==> config.mk <==
export PLATFORM = sky130hd
export DESIGN_NAME = lc3_core
export DESIGN_NICKNAME = d
export VERILOG_FILES = /design/src/hw/lc3_pkg.sv /design/src/hw/lc3_control.sv /design/src/hw/lc3_core.sv /design/src/hw/lc3_execute.sv /design/src/hw/lc3_mem_port.sv /design/src/hw/lc3_pc.sv /design/src/hw/lc3_regfile.sv
export SDC_FILE = /design/constraint.sdc
export NUM_CORES = 1
export LEC_CHECK = 0
export BUFFER_PORTS_ARGS = -buffer_cell sky130_fd_sc_hd__buf_4
export CAP_MARGIN = 20
export CORE_ASPECT_RATIO = 0.75
export CORE_UTILIZATION = 50
export CTS_BUF_LIST = sky130_fd_sc_hd__clkbuf_16
export DETAILED_ROUTE_END_ITERATION = 8
export GPL_TIMING_DRIVEN = 0
export PLACE_DENSITY_LB_ADDON = 0.2
export SLEW_MARGIN = 25
export SYNTH_ARGS = -nofsm -noshare
export SYNTH_HDL_FRONTEND = slang
export SYNTH_HIERARCHICAL = 1
export SYNTH_SLANG_ARGS = --single-unit
export TNS_END_PERCENT = 10
==> constraint.sdc <==
create_clock -name LC3_vif -period 8.5 [get_ports LC3_vif]
set_input_delay 0.425 -clock LC3_vif [delete_from_list [all_inputs] [get_ports LC3_vif]]
set_output_delay 0.425 -clock LC3_vif [all_outputs]
set_load 0.01 [all_outputs]
==> src/hw/lc3_pkg.sv <==
package lc3_pkg;

    //////////////////////////////////////////////////
    // Basic data types

    typedef logic [15:0] word_t;     // One memory or register word
    typedef logic [2:0]  reg_idx_t;  // R0 .. R7
    typedef logic [2:0]  cc_t;       // {n, z, p}

    //////////////////////////////////////////////////
    // Opcodes in the top nibble of the instruction word

    typedef enum logic [3:0] {
        OP_BR  = 4'b0000,
        OP_ADD = 4'b0001,
        OP_LD  = 4'b0010,
        OP_ST  = 4'b0011,
        OP_AND = 4'b0101,
        OP_LDR = 4'b0110,
        OP_STR = 4'b0111,
        OP_NOT = 4'b1001,
        OP_LDI = 4'b1010,
        OP_STI = 4'b1011,
        OP_JMP = 4'b1100,
        OP_LEA = 4'b1110
    } opcode_t;  // JSR, TRAP, RTI and 1101 are left out

    //////////////////////////////////////////////////
    // Instruction field positions

    localparam int OPC_LSB = 12;  // Opcode nibble
    localparam int DR_LSB  = 9;   // DR, SR of stores, nzp mask of BR
    localparam int SR1_LSB = 6;   // SR1 and BaseR
    localparam int SR2_LSB = 0;   // SR2 in register form
    localparam int IMM_SEL = 5;   // Set for the imm5 form of ADD/AND

    // Condition code values
    localparam cc_t CC_N = 3'b100;
    localparam cc_t CC_Z = 3'b010;
    localparam cc_t CC_P = 3'b001;

    localparam word_t NOP_WORD = 16'h5020;  // AND R0, R0, #0

    function automatic opcode_t get_opcode(word_t instr);
        return opcode_t'(instr[OPC_LSB +: 4]);
    endfunction

endpackage

==> src/hw/lc3_control.sv <==
module lc3_control import lc3_pkg::*; (
    input  logic  LC3_vif,
    input  logic  rst_n,
    input  word_t instr_dout,
    input  logic  branch_taken,
    output word_t ir,
    output logic  instrmem_rd,
    output logic  pc_inc,
    output logic  pc_load,
    output logic  rf_we,
    output logic  cc_we,
    output logic  ptr_load,
    output logic  mem_rd,
    output logic  mem_wr
);

    typedef enum logic [2:0] {
        S_FETCH,
        S_ADDRESS,   // Single data access at ea
        S_INDIRECT,  // Pointer read at ea
        S_ACCESS,    // Data access through the pointer
        S_REDIRECT   // PC update of BR and JMP
    } state_t;

    state_t  state;
    state_t  state_nxt;
    logic    started;     // Low in the first cycle after reset
    logic    wb_pending;  // ALU or LEA in ir awaits its write-back
    opcode_t fetch_op;
    opcode_t ir_op;

    assign fetch_op    = get_opcode(instr_dout);
    assign ir_op       = get_opcode(ir);
    assign instrmem_rd = started && (state == S_FETCH);
    assign cc_we       = rf_we;  // Every register write sets n/z/p

    //////////////////////////////////////////////////
    // State and instruction register

    always_ff @(posedge LC3_vif or negedge rst_n) begin
        if (!rst_n) begin
            state      <= S_FETCH;
            started    <= 1'b0;
            wb_pending <= 1'b0;
            ir         <= NOP_WORD;
        end else begin
            state      <= state_nxt;
            started    <= 1'b1;
            wb_pending <= instrmem_rd && (fetch_op inside {OP_ADD, OP_AND, OP_NOT, OP_LEA});
            if (instrmem_rd) begin
                ir <= instr_dout;
            end
        end
    end

    //////////////////////////////////////////////////
    // Next state and strobes

    always_comb begin
        state_nxt = S_FETCH;
        pc_inc    = 1'b0;
        pc_load   = 1'b0;
        rf_we     = 1'b0;
        ptr_load  = 1'b0;
        mem_rd    = 1'b0;
        mem_wr    = 1'b0;
        case (state)
            S_FETCH: begin
                rf_we = wb_pending;  // Retire the previous ALU op
                if (started) begin
                    case (fetch_op)
                        OP_LD, OP_LDR, OP_ST, OP_STR: state_nxt = S_ADDRESS;
                        OP_LDI, OP_STI:               state_nxt = S_INDIRECT;
                        OP_BR, OP_JMP:                state_nxt = S_REDIRECT;
                        default:                      state_nxt = S_FETCH;
                    endcase
                    pc_inc = !(fetch_op inside {OP_BR, OP_JMP});  // Branches hold PC
                end
            end
            S_ADDRESS: begin
                mem_rd = ir_op inside {OP_LD, OP_LDR};
                mem_wr = ir_op inside {OP_ST, OP_STR};
                rf_we  = mem_rd;
            end
            S_INDIRECT: begin
                state_nxt = S_ACCESS;
                mem_rd    = 1'b1;
                ptr_load  = 1'b1;
            end
            S_ACCESS: begin
                mem_rd = (ir_op == OP_LDI);
                mem_wr = (ir_op == OP_STI);
                rf_we  = mem_rd;
            end
            S_REDIRECT: begin
                pc_load = branch_taken;
                pc_inc  = !branch_taken;
            end
            default: state_nxt = S_FETCH;
        endcase
    end

    // One data direction per cycle
    assert property (@(posedge LC3_vif) disable iff (!rst_n) !(mem_rd && mem_wr));

endmodule

==> src/hw/lc3_core.sv <==
module lc3_core import lc3_pkg::*; #(
    parameter word_t RESET_PC = 16'h3000
) (
    input  logic  LC3_vif,
    input  logic  rst_n,
    input  word_t instr_dout,
    input  word_t data_dout,
    output word_t pc,
    output logic  instrmem_rd,
    output word_t data_addr,
    output word_t data_din,
    output logic  data_rd,
    output logic  data_wr
);

    word_t    ir;
    logic     pc_inc;
    logic     pc_load;
    logic     rf_we;
    logic     cc_we;
    logic     ptr_load;
    logic     mem_rd;
    logic     mem_wr;
    logic     branch_taken;
    word_t    ea;
    word_t    target;
    word_t    wr_data;
    word_t    a;
    word_t    b;
    reg_idx_t rd_b_idx;

    // Stores read their source through port b
    assign rd_b_idx = (get_opcode(ir) inside {OP_ST, OP_STR, OP_STI}) ?
                      ir[DR_LSB +: 3] : ir[SR2_LSB +: 3];

    lc3_control u_control (
        .LC3_vif      (LC3_vif),
        .rst_n        (rst_n),
        .instr_dout   (instr_dout),
        .branch_taken (branch_taken),
        .ir           (ir),
        .instrmem_rd  (instrmem_rd),
        .pc_inc       (pc_inc),
        .pc_load      (pc_load),
        .rf_we        (rf_we),
        .cc_we        (cc_we),
        .ptr_load     (ptr_load),
        .mem_rd       (mem_rd),
        .mem_wr       (mem_wr)
    );

    lc3_pc #(
        .RESET_PC (RESET_PC)
    ) u_pc (
        .LC3_vif (LC3_vif),
        .rst_n   (rst_n),
        .pc_inc  (pc_inc),
        .pc_load (pc_load),
        .target  (target),
        .pc      (pc)
    );

    lc3_regfile u_regfile (
        .LC3_vif (LC3_vif),
        .rst_n   (rst_n),
        .rd_a    (ir[SR1_LSB +: 3]),
        .rd_b    (rd_b_idx),
        .wr_idx  (ir[DR_LSB +: 3]),
        .we      (rf_we),
        .wr_data (wr_data),
        .a       (a),
        .b       (b)
    );

    lc3_execute u_execute (
        .LC3_vif      (LC3_vif),
        .rst_n        (rst_n),
        .ir           (ir),
        .pc           (pc),
        .a            (a),
        .b            (b),
        .data_dout    (data_dout),
        .cc_we        (cc_we),
        .ea           (ea),
        .target       (target),
        .wr_data      (wr_data),
        .branch_taken (branch_taken)
    );

    lc3_mem_port u_mem_port (
        .LC3_vif   (LC3_vif),
        .rst_n     (rst_n),
        .ea        (ea),
        .src       (b),
        .data_dout (data_dout),
        .ptr_load  (ptr_load),
        .mem_rd    (mem_rd),
        .mem_wr    (mem_wr),
        .data_addr (data_addr),
        .data_din  (data_din),
        .data_rd   (data_rd),
        .data_wr   (data_wr)
    );

endmodule

==> src/hw/lc3_execute.sv <==
module lc3_execute import lc3_pkg::*; (
    input  logic  LC3_vif,
    input  logic  rst_n,
    input  word_t ir,
    input  word_t pc,
    input  word_t a,
    input  word_t b,
    input  word_t data_dout,
    input  logic  cc_we,
    output word_t ea,
    output word_t target,
    output word_t wr_data,
    output logic  branch_taken
);

    opcode_t op;
    word_t   imm5;
    word_t   off6;
    word_t   off9;
    word_t   operand;
    word_t   pc_base;
    word_t   alu_out;
    cc_t     cc;

    assign op = get_opcode(ir);

    // Sign-extended immediates
    assign imm5 = {{11{ir[4]}}, ir[4:0]};
    assign off6 = {{10{ir[5]}}, ir[5:0]};
    assign off9 = {{7{ir[8]}}, ir[8:0]};

    assign operand = ir[IMM_SEL] ? imm5 : b;

    //////////////////////////////////////////////////
    // Addresses

    // BR keeps pc on its own address until redirect
    assign pc_base = (op == OP_BR) ? pc + 16'd1 : pc;
    assign ea      = (op inside {OP_LDR, OP_STR}) ? a + off6 : pc_base + off9;
    assign target  = (op == OP_JMP) ? a : ea;

    //////////////////////////////////////////////////
    // ALU and write-back select

    always_comb begin
        case (op)
            OP_AND:  alu_out = a & operand;
            OP_NOT:  alu_out = ~a;
            default: alu_out = a + operand;
        endcase
    end

    always_comb begin
        case (op)
            OP_LEA:                 wr_data = ea;
            OP_LD, OP_LDR, OP_LDI:  wr_data = data_dout;
            default:                wr_data = alu_out;
        endcase
    end

    //////////////////////////////////////////////////
    // Condition codes

    always_ff @(posedge LC3_vif or negedge rst_n) begin
        if (!rst_n) begin
            cc <= CC_Z;
        end else if (cc_we) begin
            if (wr_data[15]) begin
                cc <= CC_N;
            end else if (wr_data == '0) begin
                cc <= CC_Z;
            end else begin
                cc <= CC_P;
            end
        end
    end

    // JMP is always taken, BR only on a matching code
    assign branch_taken = (op == OP_BR) ? |(ir[DR_LSB +: 3] & cc) : (op == OP_JMP);

endmodule

==> src/hw/lc3_mem_port.sv <==
module lc3_mem_port import lc3_pkg::*; (
    input  logic  LC3_vif,
    input  logic  rst_n,
    input  word_t ea,
    input  word_t src,
    input  word_t data_dout,
    input  logic  ptr_load,
    input  logic  mem_rd,
    input  logic  mem_wr,
    output word_t data_addr,
    output word_t data_din,
    output logic  data_rd,
    output logic  data_wr
);

    word_t ptr;        // Pointer fetched by LDI/STI
    logic  ptr_valid;  // Next access goes through ptr

    //////////////////////////////////////////////////
    // Indirect pointer

    always_ff @(posedge LC3_vif) begin
        if (ptr_load) begin
            ptr <= data_dout;
        end
    end

    always_ff @(posedge LC3_vif or negedge rst_n) begin
        if (!rst_n) begin
            ptr_valid <= 1'b0;
        end else if (ptr_load) begin
            ptr_valid <= 1'b1;
        end else if (mem_rd || mem_wr) begin
            ptr_valid <= 1'b0;  // Used up by the second access
        end
    end

    //////////////////////////////////////////////////
    // Bus drive

    assign data_addr = ptr_valid ? ptr : ea;
    assign data_din  = src;
    assign data_rd   = mem_rd;
    assign data_wr   = mem_wr;

    // Store address seen at mid-cycle still holds at the closing edge
    assert property (@(edge LC3_vif) disable iff (!rst_n)
        (LC3_vif && data_wr) |=> $stable(data_addr));

endmodule

==> src/hw/lc3_pc.sv <==
module lc3_pc import lc3_pkg::*; #(
    parameter word_t RESET_PC = 16'h3000
) (
    input  logic  LC3_vif,
    input  logic  rst_n,
    input  logic  pc_inc,
    input  logic  pc_load,
    input  word_t target,
    output word_t pc
);

    word_t pc_nxt;

    // Branch or jump target wins over the increment
    always_comb begin
        pc_nxt = pc;
        if (pc_load) begin
            pc_nxt = target;
        end else if (pc_inc) begin
            pc_nxt = pc + 16'd1;
        end
    end

    always_ff @(posedge LC3_vif or negedge rst_n) begin
        if (!rst_n) begin
            pc <= RESET_PC;
        end else begin
            pc <= pc_nxt;
        end
    end

    //////////////////////////////////////////////////
    // Checks

    // Control never asks for both updates in one cycle
    assert property (@(posedge LC3_vif) disable iff (!rst_n) !(pc_inc && pc_load));

endmodule

==> src/hw/lc3_regfile.sv <==
module lc3_regfile import lc3_pkg::*; (
    input  logic     LC3_vif,
    input  logic     rst_n,
    input  reg_idx_t rd_a,
    input  reg_idx_t rd_b,
    input  reg_idx_t wr_idx,
    input  logic     we,
    input  word_t    wr_data,
    output word_t    a,
    output word_t    b
);

    localparam int NUM_REGS = 2 ** $bits(reg_idx_t);

    word_t regs [NUM_REGS];

    always_ff @(posedge LC3_vif or negedge rst_n) begin
        if (!rst_n) begin
            for (int i = 0; i < NUM_REGS; i++) begin
                regs[i] <= '0;
            end
        end else if (we) begin
            regs[wr_idx] <= wr_data;
        end
    end

    // Read ports see the old value during a write cycle
    assign a = regs[rd_a];
    assign b = regs[rd_b];

    // Write-back data traces back to memory or the ALU
    assert property (@(posedge LC3_vif) disable iff (!rst_n) we |-> !$isunknown(wr_data));

endmodule

==> flow_summary_export.csv <==
group,metric,value,unit
global_route,grt_pass1_wl,60.7,mm
hold_path,min_to,"u_mem_port/ptr[14]",
hold_path,hp-start,"data_dout[14]",
detailed_routing,drcViolationCount,0,
synthesis,netlist_area,0.0139,mm²
floorplan,die-area,0.0284,mm²
synthesis,ys_seq_elements,185,
detailed_routing,avgViaCountPerCell,6.40,
final_layout,area_delta_synth_final,12.1,%
synthesis,synthArstFlopShare,0.914,
synthesis,synth-edff-count,16,
detailed_routing,dr.pass1.iters,7,
floorplan,fp.dieH,146,µm
clocking,cts_tree,"built",
synthesis,synth_top_cell_area_share,0.294,
critical_path,end_kind,"flip-flop",
clocking,cts_buffer_depth,2,
placement,dp_hpwl,29.8,mm
clocking,clk_pin_slew,70,ps
clocking,htreeDepth,4,
placement,port_buffers,84,
synthesis,syn_area_per_cell,11.3,µm²
critical_path,crit_required,8830,ps
timing,skew,9.22,ps
critical_path,reg2reg_to,"u_execute/cc[0]",
synthesis,synth_seq_area_share,0.340,
critical_path,cpPeakStageDelay,690,ps
placement,dp.cells,1664,
global_route,antenna_found_initial,0,
global_route,grt_overflow,0,
floorplan,core-area,0.0271,mm²
run_status,status,"completed",
synthesis,ys.flop_type,"dfrtp_1",
timing,slew_headroom,0.368,
synthesis,synth_top_area_cell,"dfrtp_1",
synthesis,yosys_warnings,6,
detailed_routing,drtIter0Drc,1130,
detailed_routing,drt.antenna.violating_nets,0,
critical_path,path_cells,"nand2_1, nand3_2, mux2_2, buf_1, mux4_1, mux2_2, mux2i_1, inv_1, ha_1, a211oi_1, o211ai_1, a31oi_1, xnor2_1, a221o_1, or4_1, nor4_2, nand4_1, o211a_1",
detailed_routing,routed_wl,40.0,mm
synthesis,synth.area.top_cells,"dfrtp_1, mux2_2, mux4_1",
global_route,first_global_vias,10071,
timing,fmax,158,MHz
critical_path,cp_max_fo,10,
timing,fin_tns_setup,0,ps
placement,place_congestion,0.941,
timing,fin_crit_sh,0.747,
hold_path,min_path_cells,1,
synthesis,synth_cell_types,94,
critical_path,cp.arrival,6670,ps
critical_path,r2r_cells,18,
critical_path,worst-setup-path-type,"flip-flop to flip-flop",
floorplan,rows,52,
synthesis,syn-num-nets,1313,
clocking,cts.sinks,185,
floorplan,initial_core_util,0.511,
final_layout,diodes,0,
clocking,cts_setup_buffers,0,
clocking,numCtsBuffers,17,
final_layout,postLayoutCellArea,0.0156,mm²
critical_path,rr_startpoint,"u_control/ir[14]",
final_layout,fin_nets,1419,
critical_path,crit_top_cell,"mux2_2",
timing,finalHoldViolations,0,
floorplan,die_width,194,µm
synthesis,synth_most_common_cell,"mux2_2",
job,cap_violations,0,
timing,finalSetupViolCount,0,
hold_path,hp-class,"input port to flip-flop",
placement,dpl_cell_area,0.0150,mm²
final_layout,final_cell_count_no_fill,1695,
synthesis,ys_top_cells_by_count,"mux2_2, dfrtp_1, nand2_1, o21ai_0, nor2_1",
timing,finalCriticalPeriod,6350,ps
critical_path,reg2reg_slack,2150,ps
detailed_routing,vias,10840,
global_route,grt_max_degree,87,
global_route,track_usage,0.284,
timing,drv_slew,0,
timing,worst_pin_slew,945,ps
final_layout,drive_gt1_frac,0.317,
floorplan,io_pins,85,
synthesis,syn_inst,1227,
clocking,clock_latency,440,ps
clocking,cts_root_buffer,"clkbuf_16",
final_layout,fillers,2280,
detailed_routing,drt-wirelength-per-cell,23.6,µm
critical_path,slowest_stage,"buf_1",
timing,rsz0062_at_grt,"false",
critical_path,worst_setup_path_start_kind,"flip-flop",
critical path: cells and delay by family, from the launching register on:
kind | cells | cell delay [ps]
flip-flops | 1 | 640
AND/OR/NAND/NOR | 5 | 1530
multiplexers | 4 | 1290
buffers and inverters | 2 | 770
AO/OA/AOI/OAI | 5 | 1630
XOR/XNOR | 1 | 100
adder cells (fa/ha/maj) | 1 | 280
layer usage:
| metal | up-vias | track usage | wire length, µm |
|---|---|---|---|
| met4 | 0 | 0.0619 | 546 |
| met1 | 5504 | 0.438 | 19300 |
| met5 | - | 0 | 0 |
| li1 | 4860 | - | - |
| met2 | 431 | 0.415 | 17300 |
| met3 | 45 | 0.0478 | 2830 |
metrics by stage:
stage	setup slack, ps	util	hold slack, ps
after floorplan	3670	-	129
after global placement	2090	0.551	475
after detailed placement	2390	0.553	477
after CTS	2360	0.573	154
after global routing	1980	0.573	158
final	2150	0.573	172
logic make-up after synthesis:
| logic type | after synthesis | share of synthesized area |
|---|---|---|
| multiplexers | 283 | 0.300 |
| AO/OA/AOI/OAI | 231 | 0.105 |
| other | 1 | 0.000270 |
| flip-flops | 185 | 0.340 |
| adder cells (fa/ha/maj) | 53 | 0.0493 |
| AND/OR/NAND/NOR | 284 | 0.115 |
| XOR/XNOR | 61 | 0.0385 |
| buffers and inverters | 129 | 0.0517 |
worst max-delay path by stage:
stage                           startpoint               to  slack, ps  depth (start not counted)
after floorplan           u_control/ir[14]  u_execute/cc[0]       3670                         20
after global placement    u_control/ir[14]  u_execute/cc[0]       2090                         18
after detailed placement  u_control/ir[15]  u_execute/cc[0]       2390                         18
after CTS                 u_control/ir[15]  u_execute/cc[0]       2360                         18
after global routing      u_control/ir[15]  u_execute/cc[0]       1980                         18
final                     u_control/ir[14]  u_execute/cc[0]       2150                         18
sequential cells by signal (all words and copies together), names as in the netlist:
| name | flops |
|---|---|
| u_control/ir | 16 |
| u_control/started | 1 |
| u_control/state | 3 |
| u_control/wb_pending | 1 |
| u_execute/cc | 3 |
| u_mem_port/ptr | 16 |
| u_mem_port/ptr_valid | 1 |
| u_pc/pc | 16 |
| u_regfile/regs | 128 |
what timing repair did:
action                                 4_1_cts  5_1_grt
gates resized for setup                      0        0
hold buffers                                 1        0
endpoints found under the hold margin        1        0
layout make-up:
| type | count | area, µm² | share of cell area |
|---|---|---|---|
| Clock buffer | 18 | 450 | 0.0290 |
| Tap cell | 351 | 439 | 0.0282 |
| Buffer | 86 | 548 | 0.0352 |
| Multi-Input combinational cell | 913 | 8440 | 0.543 |
| Sequential cell | 185 | 4720 | 0.303 |
| Inverter | 43 | 169 | 0.0109 |
| Clock inverter | 12 | 100 | 0.00644 |
| Timing Repair Buffer | 87 | 683 | 0.0439 |
placed cells by master (no fill, tap or decap), drive strengths merged, types with 11 or more instances in the layout:
cell / instances
mux2: 212
ha: 49
nor2: 62
edfxtp: 16
nand4: 19
o21ai: 81
nand3: 13
a21o: 11
a21oi: 50
a211oi: 15
a31oi: 11
buf: 141
xor2: 25
inv: 47
dfrtp: 163
clkbuf: 49
nand2b: 17
xnor2: 36
nand2: 89
nor3: 12
mux4: 64
Power is left out: the tool's default activity adds up to more than one toggle a clock period on the data nets, which glitch-free logic cannot reach.
